<file path="src/pipelinePkg.sv">
package pipelinePkg;

    localparam int dataWidth = 32;
    localparam int regAddrWidth = 5;
    localparam logic [dataWidth-1:0] resetPc = 32'h0040_0000;

    ////////////////////////////////////////
    // opcodes
    localparam logic [5:0] opRtype = 6'b000000;
    localparam logic [5:0] opLw    = 6'b100011;
    localparam logic [5:0] opSw    = 6'b101011;
    localparam logic [5:0] opBeq   = 6'b000100;
    localparam logic [5:0] opJ     = 6'b000010;
    localparam logic [5:0] opAddi  = 6'b001000;
    localparam logic [5:0] opOri   = 6'b001101;
    localparam logic [5:0] opLui   = 6'b001111;
    localparam logic [5:0] opHalt  = 6'b001110;

    // function field of R-type
    localparam logic [5:0] fnAdd = 6'b100000;
    localparam logic [5:0] fnSub = 6'b100010;
    localparam logic [5:0] fnAnd = 6'b100100;
    localparam logic [5:0] fnOr  = 6'b100101;
    localparam logic [5:0] fnSlt = 6'b101010;

    typedef enum logic [2:0] {aluAnd, aluOr, aluAdd, aluSub, aluSlt, aluLui} aluOp;

    // operand source in execute and decode
    typedef enum logic [1:0] {fwdNone, fwdWriteback, fwdMemory} fwdSel;

    typedef union packed
    {
        struct packed
        {
            logic [5:0] opcode;
            logic [regAddrWidth-1:0] rs;
            logic [regAddrWidth-1:0] rt;
            logic [regAddrWidth-1:0] rd;
            logic [4:0] shamt;
            logic [5:0] funct;
        } rFields;
        struct packed
        {
            logic [5:0] opcode;
            logic [regAddrWidth-1:0] rs;
            logic [regAddrWidth-1:0] rt;
            logic [15:0] imm16;
        } iFields;
    } instrWord;

endpackage

</file>
<file path="src/pipelineIf.sv">
`timescale 1ns/1ps

// decode/execute register contents
interface execBus;
    import pipelinePkg::*;

    logic [dataWidth-1:0] opA;
    logic [dataWidth-1:0] opB;
    logic [dataWidth-1:0] imm;
    logic [regAddrWidth-1:0] rs;
    logic [regAddrWidth-1:0] rt;
    logic [regAddrWidth-1:0] dest;
    aluOp aluCtrl;
    logic aluSrc;      // immediate as second operand
    logic regWrite;
    logic memWrite;
    logic memToReg;
    logic halt;

    modport source (output opA, opB, imm, rs, rt, dest, aluCtrl, aluSrc,
                    regWrite, memWrite, memToReg, halt);
    modport sink (input opA, opB, imm, rs, rt, dest, aluCtrl, aluSrc,
                  regWrite, memWrite, memToReg, halt);
endinterface

// execute/memory register contents
interface memBus;
    import pipelinePkg::*;

    logic [dataWidth-1:0] aluResult;
    logic [dataWidth-1:0] storeData;
    logic [regAddrWidth-1:0] dest;
    logic regWrite;
    logic memWrite;
    logic memToReg;
    logic halt;

    modport source (output aluResult, storeData, dest, regWrite, memWrite, memToReg, halt);
    modport sink (input aluResult, storeData, dest, regWrite, memWrite, memToReg, halt);
endinterface

interface hazardBus;
    import pipelinePkg::*;

    logic [regAddrWidth-1:0] rsD;
    logic [regAddrWidth-1:0] rtD;
    logic rtUsedD;     // rt is a source, not a destination
    logic branchD;
    logic haltD;
    logic [regAddrWidth-1:0] rsE;
    logic [regAddrWidth-1:0] rtE;
    logic [regAddrWidth-1:0] destE;
    logic regWriteE;
    logic memToRegE;
    logic [regAddrWidth-1:0] destM;
    logic regWriteM;
    logic memToRegM;
    logic [dataWidth-1:0] aluResultM;
    logic [regAddrWidth-1:0] destW;
    logic regWriteW;
    logic stall;
    logic flushExec;
    fwdSel fwdA;
    fwdSel fwdB;
    logic fwdBranchA;
    logic fwdBranchB;

    modport fetch (input stall);
    modport decode (output rsD, rtD, rtUsedD, branchD, haltD,
                    input stall, flushExec, fwdBranchA, fwdBranchB, aluResultM);
    modport execute (output rsE, rtE, destE, regWriteE, memToRegE,
                     input fwdA, fwdB, aluResultM);
    modport memory (output destM, regWriteM, memToRegM, aluResultM, destW, regWriteW);
    modport hazard (input rsD, rtD, rtUsedD, branchD, haltD, rsE, rtE, destE, regWriteE,
                    memToRegE, destM, regWriteM, memToRegM, destW, regWriteW,
                    output stall, flushExec, fwdA, fwdB, fwdBranchA, fwdBranchB);
endinterface

</file>
<file path="src/decodeStage.sv">
`timescale 1ns/1ps

module decodeStage
(
    input logic clk,
    input logic reset,
    input pipelinePkg::instrWord instrD,
    input logic [pipelinePkg::dataWidth-1:0] pcPlus4D,
    hazardBus.decode hz,
    input logic [pipelinePkg::regAddrWidth-1:0] wbAddr,
    input logic [pipelinePkg::dataWidth-1:0] wbData,
    input logic wbEnable,
    output logic redirect,
    output logic [pipelinePkg::dataWidth-1:0] redirectPc,
    execBus.source ex
);
    import pipelinePkg::*;

    logic [dataWidth-1:0] regs [2**regAddrWidth];
    logic [dataWidth-1:0] rdA;
    logic [dataWidth-1:0] rdB;
    logic [dataWidth-1:0] immExt;
    logic [dataWidth-1:0] cmpA;
    logic [dataWidth-1:0] cmpB;
    logic [dataWidth-1:0] branchTarget;
    logic [dataWidth-1:0] jumpTarget;
    logic [5:0] opcode;
    logic [regAddrWidth-1:0] dest;
    aluOp aluCtrl;
    logic rType;
    logic regWrite;
    logic memWrite;
    logic memToReg;
    logic aluSrc;
    logic branch;
    logic jump;
    logic halt;

    ////////////////////////////////////////
    // control decode
    assign opcode = instrD.rFields.opcode;
    assign rType = opcode == opRtype;
    assign regWrite = rType | (opcode == opLw) | (opcode == opAddi) | (opcode == opOri)
                      | (opcode == opLui);
    assign memWrite = opcode == opSw;
    assign memToReg = opcode == opLw;
    assign aluSrc = !rType && (opcode != opBeq);
    assign branch = opcode == opBeq;
    assign jump = opcode == opJ;
    assign halt = opcode == opHalt;
    assign dest = rType ? instrD.rFields.rd : instrD.rFields.rt;

    always_comb
    begin
        aluCtrl = aluAdd;   // lw, sw, addi
        if (rType)
        begin
            case (instrD.rFields.funct)
                fnSub: aluCtrl = aluSub;
                fnAnd: aluCtrl = aluAnd;
                fnOr: aluCtrl = aluOr;
                fnSlt: aluCtrl = aluSlt;
                default: aluCtrl = aluAdd;
            endcase
        end
        else if (opcode == opOri)
            aluCtrl = aluOr;
        else if (opcode == opLui)
            aluCtrl = aluLui;
    end

    ////////////////////////////////////////
    // register file with writeback bypass on read
    always_ff @(posedge clk)
    begin
        if (wbEnable && wbAddr != '0)
            regs[wbAddr] <= wbData;
    end

    function automatic logic [dataWidth-1:0] readReg(input logic [regAddrWidth-1:0] idx);
        if (idx == '0)
            return '0;
        if (wbEnable && wbAddr == idx)
            return wbData;
        return regs[idx];
    endfunction

    always_comb
    begin
        rdA = readReg(instrD.rFields.rs);
        rdB = readReg(instrD.rFields.rt);
    end

    assign immExt = (opcode == opOri) ? {16'h0, instrD.iFields.imm16}
                                      : {{16{instrD.iFields.imm16[15]}}, instrD.iFields.imm16};

    // branch resolved here
    assign cmpA = hz.fwdBranchA ? hz.aluResultM : rdA;
    assign cmpB = hz.fwdBranchB ? hz.aluResultM : rdB;
    assign branchTarget = pcPlus4D + {immExt[dataWidth-3:0], 2'b00};
    assign jumpTarget = {pcPlus4D[31:28], instrD.rFields.rs, instrD.rFields.rt,
                         instrD.rFields.rd, instrD.rFields.shamt, instrD.rFields.funct, 2'b00};
    assign redirect = !hz.stall && (jump || (branch && cmpA == cmpB));
    assign redirectPc = jump ? jumpTarget : branchTarget;

    assign hz.rsD = instrD.rFields.rs;
    assign hz.rtD = instrD.rFields.rt;
    assign hz.rtUsedD = rType | branch | memWrite;
    assign hz.branchD = branch;
    assign hz.haltD = halt;

    ////////////////////////////////////////
    // decode/execute register
    always_ff @(posedge clk, posedge reset)
    begin
        if (reset)
        begin
            ex.aluCtrl <= aluAnd;
            ex.aluSrc <= 1'b0;
            ex.regWrite <= 1'b0;
            ex.memWrite <= 1'b0;
            ex.memToReg <= 1'b0;
            ex.halt <= 1'b0;
        end
        else
        begin
            ex.aluCtrl <= aluCtrl;
            ex.aluSrc <= aluSrc;
            ex.regWrite <= regWrite & !hz.flushExec;   // bubble on stall
            ex.memWrite <= memWrite & !hz.flushExec;
            ex.memToReg <= memToReg & !hz.flushExec;
            ex.halt <= halt & !hz.flushExec;
        end
    end

    always_ff @(posedge clk)
    begin
        ex.opA <= rdA;
        ex.opB <= rdB;
        ex.imm <= immExt;
        ex.rs <= instrD.rFields.rs;
        ex.rt <= instrD.rFields.rt;
        ex.dest <= dest;
    end
endmodule

</file>
<file path="src/executeStage.sv">
`timescale 1ns/1ps

module executeStage
(
    input logic clk,
    input logic reset,
    execBus.sink ex,
    hazardBus.execute hz,
    input logic [pipelinePkg::dataWidth-1:0] wbData,
    memBus.source mem
);
    import pipelinePkg::*;

    logic [dataWidth-1:0] srcA;
    logic [dataWidth-1:0] fwdOpB;
    logic [dataWidth-1:0] srcB;
    logic [dataWidth-1:0] aluResult;

    function automatic logic [dataWidth-1:0] pickOperand(input fwdSel sel,
                                                         input logic [dataWidth-1:0] regValue,
                                                         input logic [dataWidth-1:0] memValue,
                                                         input logic [dataWidth-1:0] wbValue);
        case (sel)
            fwdMemory: return memValue;
            fwdWriteback: return wbValue;
            default: return regValue;
        endcase
    endfunction

    assign srcA = pickOperand(hz.fwdA, ex.opA, hz.aluResultM, wbData);
    assign fwdOpB = pickOperand(hz.fwdB, ex.opB, hz.aluResultM, wbData);
    assign srcB = ex.aluSrc ? ex.imm : fwdOpB;

    always_comb
    begin
        case (ex.aluCtrl)
            aluAnd: aluResult = srcA & srcB;
            aluOr: aluResult = srcA | srcB;
            aluAdd: aluResult = srcA + srcB;
            aluSub: aluResult = srcA - srcB;
            aluSlt: aluResult = ($signed(srcA) < $signed(srcB)) ? dataWidth'(1) : '0;
            aluLui: aluResult = {srcB[15:0], 16'h0};   // immediate to upper half
            default: aluResult = '0;
        endcase
    end

    assign hz.rsE = ex.rs;
    assign hz.rtE = ex.rt;
    assign hz.destE = ex.dest;
    assign hz.regWriteE = ex.regWrite;
    assign hz.memToRegE = ex.memToReg;

    // execute/memory register
    always_ff @(posedge clk, posedge reset)
    begin
        if (reset)
        begin
            mem.regWrite <= 1'b0;
            mem.memWrite <= 1'b0;
            mem.memToReg <= 1'b0;
            mem.halt <= 1'b0;
        end
        else
        begin
            mem.regWrite <= ex.regWrite;
            mem.memWrite <= ex.memWrite;
            mem.memToReg <= ex.memToReg;
            mem.halt <= ex.halt;
        end
    end

    always_ff @(posedge clk)
    begin
        mem.aluResult <= aluResult;
        mem.storeData <= fwdOpB;   // store data after forwarding
        mem.dest <= ex.dest;
    end
endmodule

</file>
<file path="src/fetchStage.sv">
`timescale 1ns/1ps

module fetchStage
(
    input logic clk,
    input logic reset,
    hazardBus.fetch hz,
    input logic redirect,
    input logic [pipelinePkg::dataWidth-1:0] redirectPc,
    output logic [pipelinePkg::dataWidth-1:0] imemAddr,
    input logic [pipelinePkg::dataWidth-1:0] imemData,
    output pipelinePkg::instrWord instrD,
    output logic [pipelinePkg::dataWidth-1:0] pcPlus4D
);
    import pipelinePkg::*;

    logic [dataWidth-1:0] pc;
    logic [dataWidth-1:0] pcPlus4;

    assign imemAddr = pc;
    assign pcPlus4 = pc + dataWidth'(4);

    always_ff @(posedge clk, posedge reset)
    begin
        if (reset)
        begin
            pc <= resetPc;
            instrD <= '0;
        end
        else if (!hz.stall)
        begin
            if (redirect)
            begin
                pc <= redirectPc;
                instrD <= '0;   // squash the slot behind a taken branch
            end
            else
            begin
                pc <= pcPlus4;
                instrD <= imemData;
            end
        end
    end

    always_ff @(posedge clk)
    begin
        if (!hz.stall)
            pcPlus4D <= pcPlus4;
    end
endmodule

</file>
<file path="src/hazardUnit.sv">
`timescale 1ns/1ps

module hazardUnit
(
    hazardBus.hazard hz
);
    import pipelinePkg::*;

    logic loadUse;
    logic branchWaitAlu;
    logic branchWaitLoad;
    logic dataStall;

    // a live write to a nonzero register that matches the source
    function automatic logic hits(input logic [regAddrWidth-1:0] src,
                                  input logic [regAddrWidth-1:0] dest,
                                  input logic enable);
        return enable && src != '0 && src == dest;
    endfunction

    ////////////////////////////////////////
    // execute forwarding, memory stage first
    assign hz.fwdA = hits(hz.rsE, hz.destM, hz.regWriteM) ? fwdMemory
                   : hits(hz.rsE, hz.destW, hz.regWriteW) ? fwdWriteback : fwdNone;
    assign hz.fwdB = hits(hz.rtE, hz.destM, hz.regWriteM) ? fwdMemory
                   : hits(hz.rtE, hz.destW, hz.regWriteW) ? fwdWriteback : fwdNone;

    // branch compare in decode
    assign hz.fwdBranchA = hits(hz.rsD, hz.destM, hz.regWriteM);
    assign hz.fwdBranchB = hits(hz.rtD, hz.destM, hz.regWriteM);

    ////////////////////////////////////////
    // stalls
    assign loadUse = hits(hz.rsD, hz.destE, hz.memToRegE)
                     || (hz.rtUsedD && hits(hz.rtD, hz.destE, hz.memToRegE));
    assign branchWaitAlu = hz.branchD && (hits(hz.rsD, hz.destE, hz.regWriteE)
                                          || hits(hz.rtD, hz.destE, hz.regWriteE));
    // load result only exists after memory stage
    assign branchWaitLoad = hz.branchD && (hits(hz.rsD, hz.destM, hz.memToRegM)
                                           || hits(hz.rtD, hz.destM, hz.memToRegM));
    assign dataStall = loadUse || branchWaitAlu || branchWaitLoad;

    assign hz.stall = dataStall || hz.haltD;   // halt freezes fetch
    assign hz.flushExec = dataStall;
endmodule

</file>
<file path="src/memoryStage.sv">
`timescale 1ns/1ps

module memoryStage
(
    input logic clk,
    input logic reset,
    memBus.sink mem,
    hazardBus.memory hz,
    output logic [pipelinePkg::dataWidth-1:0] dmemAddr,
    output logic [pipelinePkg::dataWidth-1:0] dmemWriteData,
    output logic dmemWriteEnable,
    input logic [pipelinePkg::dataWidth-1:0] dmemReadData,
    output logic [pipelinePkg::regAddrWidth-1:0] wbAddr,
    output logic [pipelinePkg::dataWidth-1:0] wbData,
    output logic wbEnable,
    output logic halted
);
    import pipelinePkg::*;

    logic [dataWidth-1:0] aluResultW;
    logic [dataWidth-1:0] readDataW;
    logic memToRegW;
    logic haltW;

    // data port, memory reads combinationally
    assign dmemAddr = mem.aluResult;
    assign dmemWriteData = mem.storeData;
    assign dmemWriteEnable = mem.memWrite;

    assign hz.destM = mem.dest;
    assign hz.regWriteM = mem.regWrite;
    assign hz.memToRegM = mem.memToReg;
    assign hz.aluResultM = mem.aluResult;
    assign hz.destW = wbAddr;
    assign hz.regWriteW = wbEnable;

    ////////////////////////////////////////
    // memory/writeback register
    always_ff @(posedge clk, posedge reset)
    begin
        if (reset)
        begin
            wbEnable <= 1'b0;
            memToRegW <= 1'b0;
            haltW <= 1'b0;
            halted <= 1'b0;
        end
        else
        begin
            wbEnable <= mem.regWrite;
            memToRegW <= mem.memToReg;
            haltW <= mem.halt;
            if (haltW)
                halted <= 1'b1;   // sticky until reset
        end
    end

    always_ff @(posedge clk)
    begin
        aluResultW <= mem.aluResult;
        readDataW <= dmemReadData;
        wbAddr <= mem.dest;
    end

    assign wbData = memToRegW ? readDataW : aluResultW;
endmodule

</file>
<file path="src/mipsCore.sv">
`timescale 1ns/1ps

module mipsCore
(
    input logic clk,
    input logic reset,
    output logic [pipelinePkg::dataWidth-1:0] imemAddr,
    input logic [pipelinePkg::dataWidth-1:0] imemData,
    output logic [pipelinePkg::dataWidth-1:0] dmemAddr,
    output logic [pipelinePkg::dataWidth-1:0] dmemWriteData,
    output logic dmemWriteEnable,
    input logic [pipelinePkg::dataWidth-1:0] dmemReadData,
    output logic halted
);
    import pipelinePkg::*;

    instrWord instrD;
    logic [dataWidth-1:0] pcPlus4D;
    logic redirect;
    logic [dataWidth-1:0] redirectPc;
    logic [regAddrWidth-1:0] wbAddr;
    logic [dataWidth-1:0] wbData;
    logic wbEnable;

    execBus exLink ();
    memBus memLink ();
    hazardBus hzLink ();

    fetchStage stageFetch (.clk, .reset, .hz(hzLink), .redirect, .redirectPc,
                           .imemAddr, .imemData, .instrD, .pcPlus4D);

    decodeStage stageDecode (.clk, .reset, .instrD, .pcPlus4D, .hz(hzLink),
                             .wbAddr, .wbData, .wbEnable, .redirect, .redirectPc,
                             .ex(exLink));

    executeStage stageExecute (.clk, .reset, .ex(exLink), .hz(hzLink), .wbData,
                               .mem(memLink));

    memoryStage stageMemory (.clk, .reset, .mem(memLink), .hz(hzLink),
                             .dmemAddr, .dmemWriteData, .dmemWriteEnable, .dmemReadData,
                             .wbAddr, .wbData, .wbEnable, .halted);

    hazardUnit hazardCtl (.hz(hzLink));
endmodule

</file>
<file path="config.mk">
export PLATFORM = sky130hd
export DESIGN_NAME = mipsCore
export DESIGN_NICKNAME = d
export VERILOG_FILES = /design/src/pipelinePkg.sv /design/src/pipelineIf.sv /design/src/decodeStage.sv /design/src/executeStage.sv /design/src/fetchStage.sv /design/src/hazardUnit.sv /design/src/memoryStage.sv /design/src/mipsCore.sv
export SDC_FILE = /design/constraint.sdc
export NUM_CORES = 2
export LEC_CHECK = 0
export BUFFER_PORTS_ARGS = -buffer_cell sky130_fd_sc_hd__buf_2
export CAP_MARGIN = 5
export CORE_MARGIN = 5
export CORE_UTILIZATION = 34
export CTS_CLUSTER_SIZE = 28
export DETAILED_ROUTE_END_ITERATION = 6
export MAX_ROUTING_LAYER = met4
export PLACE_DENSITY = 0.59
export SLEW_MARGIN = 30
export SYNTH_ARGS = -nofsm -noshare
export SYNTH_HDL_FRONTEND = slang
export SYNTH_SLANG_ARGS = --single-unit
</file>
<file path="constraint.sdc">
create_clock -name clk -period 9.5 [get_ports clk]
set_clock_uncertainty 0.1 [all_clocks]
set_input_delay 0.95 -clock clk [delete_from_list [all_inputs] [get_ports clk]]
set_output_delay 0.95 -clock clk [all_outputs]
set_load 0.02 [all_outputs]
</file>
==> metrics.md <==
| Metric | Value |
|---|---|
| # rows | 165 |
| Final setup fails | 0 |
| # Post-CTS Setup Buffers | 0 |
| Count leader, synth | edfxtp_1 |
| Violated checks | design-rule violations |
| Syn_area_per_cell | 13.95 um^2 |
| Hold slack final | between 80 and 90 ps |
| Starting density of the core | 34.15% |
| Setup crit end kind | register |
| Data required, critical path | 10110 ps |
| Core box area | 202100 um^2 |
| Leakage | 27.04 nW |
| Clk_lat worst skew | just over 800 ps |
| Arr. time, crit path | ~7500 ps |
| Routability Congestion | 0.9813 |
| Hpwl dp | roughly 160000 um |
| Ratio of cells with drive above 1 in the final layout | 21.39% |
| Number of global-route vias before repair | 46080 |
| HP Class | input pin to asynchronous set/reset pin |
| Final period util | 72.61% |
| Vias after detailed routing | 48001 |
| Slew Viols, Final | 0 |
| Synth top area cells | edfxtp_1 46%, mux4_2 14%, dfxtp_1 6.8% |
| Nets | 5283 |
| Cells after Synth | 4949 |
| Synth Flop Type | edfxtp_1 |
| TritonCTS Buffers | 147 |
| DRT iter0 DRCs | 6929 |
| Setup_tns | 0 ps |
| Clk pin slew, worst setup/hold paths | 60 ps |
| Die area | 212100 um^2 |
| DRC | 2 |
| Final ANT Viol Nets | 0 |
| First-pass GRT wire length | 356100 um |
| Routed Wire Length | 256000 um |
| Routed WL per cell | 32.49 um |
| DR pass1 iterations | 7 |
| GRT Util Overall | between 20% and 30% |
| Final Util | 38.44% |
| Crit path time final | 6898 ps |
| Post-synthesis sequential area ratio | 55.66% |
| Post-synth top cells | 1056 x edfxtp_1, 419 x mux4_2, 319 x mux2i_1, 273 x nand2_1 |
| Outcome | finished, violations left |
| RSZ-0062 raised after global routing | no |
| Setup Crit Path Kind | register to register |
| Resize count post-CTS | 0 |
| Root Buffer | clkbuf_16 |
| EDFF count, synth | 1056 |
| Max Clk Rate | about 0.14 GHz |
| Chip Height | around 460 um |
| Number of H-tree levels | 4 |
| Initial antenna violation count | 5 |
| Worst setup SP type | register |
| Yosys top cell area share | 45.94% |
| Maximum VDD drop | 0.0001793 V |
| Slew of the pin with the lowest slew margin | 1109 ps |
| Distinct cell type count after synthesis | 109 |
| Hold buffer count at cts | 0 |
| Hold Fails Final Rpt | 0 |
| Total grt overflow | 0 |
| Critical path peak fanout | 28 |
| Relative slew slack | ~25% |
| Mapped Area | 69020 um^2 |
| I/O pin count | 164 |
| Fraction of registers with async set/reset | under 10% |
| P per Cell Area | 230.6 nW/um^2 |
| Die W | 460.6 um |
| Clock buffer depth | 3 |
| Seq cells post-synth | 1371 |
| Via-to-Cell Ratio | 6.092 |
| Largest net degree at the start of global routing | slightly above 80 |
| Max_cap viols | 0 |
| Number of clock sinks | 1371 |
| TritonCTS clock tree | done |
| IO Port Bufs | 163 |
| Layout area overhead | 12.56% |
| Area leader, netlist | edfxtp_1 |
| Ys Warns | 0 |
worst max-delay path: stages, from the launching register on:
cell,delay (ps)
dfrtp_4,800
buf_4,530
and2_1,600
buf_4,490
a22oi_1,150
nand3_1,130
and4_1,450
a221o_1,240
mux2i_1,120
or4_1,530
or4_1,540
nor4_2,430
nand3_2,530
buf_4,410
mux2_4,330
a2111oi_4,250
layer usage:
metal  GRT usage (%)  vias to the layer above  wire length, um
li1                -                    19843                -
met1           31.38                    24736           101200
met2           37.39                     2888           118000
met3           4.798                      534            25400
met4           9.205                        0            11340
met5               -                        -                0
power breakdown:
group / switching [mW] / total [mW] / internal (mW)
sequential: 0.520 / 8.07 / 7.55
combinational: 2.75 / 4.00 / 1.25
clock: 2.54 / 5.85 / 3.31
total: 5.81 / 17.9 / 12.1
sequential cells by signal, indices dropped and copies added (netlist names), 3 cells and up:
register and cells:
stageDecode.ex.aluCtrl 3, stageDecode.ex.dest 5, stageDecode.ex.imm 18, stageDecode.ex.opA 32
stageDecode.ex.opB 32, stageDecode.ex.rs 5, stageDecode.ex.rt 5, stageDecode.regs 1024
stageExecute.mem.aluResult 32, stageExecute.mem.dest 5, stageExecute.mem.storeData 32, stageFetch.imemAddr 32
stageFetch.instrD 32, stageFetch.pcPlus4D 32, stageMemory.aluResultW 32, stageMemory.hz.destW 5
stageMemory.readDataW 32
worst paths after layout:
path	to	cells past startpoint	slack [ps]	startpoint
max	stageFetch.imemAddr[31]	15	2600	stageFetch.instrD[17]
max in group asynchronous	stageFetch.instrD[17]	3	8010	reset
min	stageFetch.instrD[21]	2	80	reset
min reg2reg	stageMemory.haltW	0	250	stageExecute.mem.halt
min in group clk	stageMemory.readDataW[12]	1	130	dmemReadData[12]
max reg2reg	stageFetch.imemAddr[31]	15	2600	stageFetch.instrD[17]
layout make-up:
class,count,area [um^2]
fillers,18813,124400
flip-flops and latches,1371,38450
multi-input cells,3098,28520
clock buffers,175,3855
well taps,2672,3343
repair buffers,296,1881
clock inverters,91,983.4
inverters,172,648.1
diodes,4,10.01
kinds of logic (layout without fill, tap and decap cells):
group           after synthesis  count (layout)  share of synthesized area, %
mux                         779             779                         19.10
compound gates             1069            1069                         10.65
fa+ha+maj                   131             131                         2.407
other cells                   1              36                      0.005433
buf+inv                     511             734                         3.676
flops                      1371            1371                         55.66
simple gates                945             945                         6.689
xor+xnor                    142             142                         1.813
layout by cell type, fill, tap and decap left out, types with 93 or more instances in the layout:
| cell type | count |
|---|---|
| edfxtp_1 | 1056 |
| mux4_2 | 419 |
| mux2i_1 | 319 |
| nand2_1 | 272 |
| dfxtp_1 | 235 |
| o21ai_0 | 233 |
| nor2_1 | 184 |
| a21oi_1 | 174 |
| buf_2 | 163 |
| clkbuf_16 | 148 |
| inv_1 | 147 |
| ha_1 | 128 |
| buf_4 | 127 |
| a22oi_1 | 121 |
| nand3_1 | 101 |
| xnor2_1 | 93 |
per-stage QoR:
step           area (um^2)  cells  power, mW  setup slack (ps)
6_report             77690   7879      17.92              2602
5_1_grt              77690   7877      18.47              2192
4_1_cts              77670   7875      17.90              2660
3_5_place_dp         72830   7609      12.08              2659
3_3_place_gp         72770   7609      12.05              2337
2_1_floorplan        69140   4980      10.37              3946
Power figures use the tool's default switching activity.
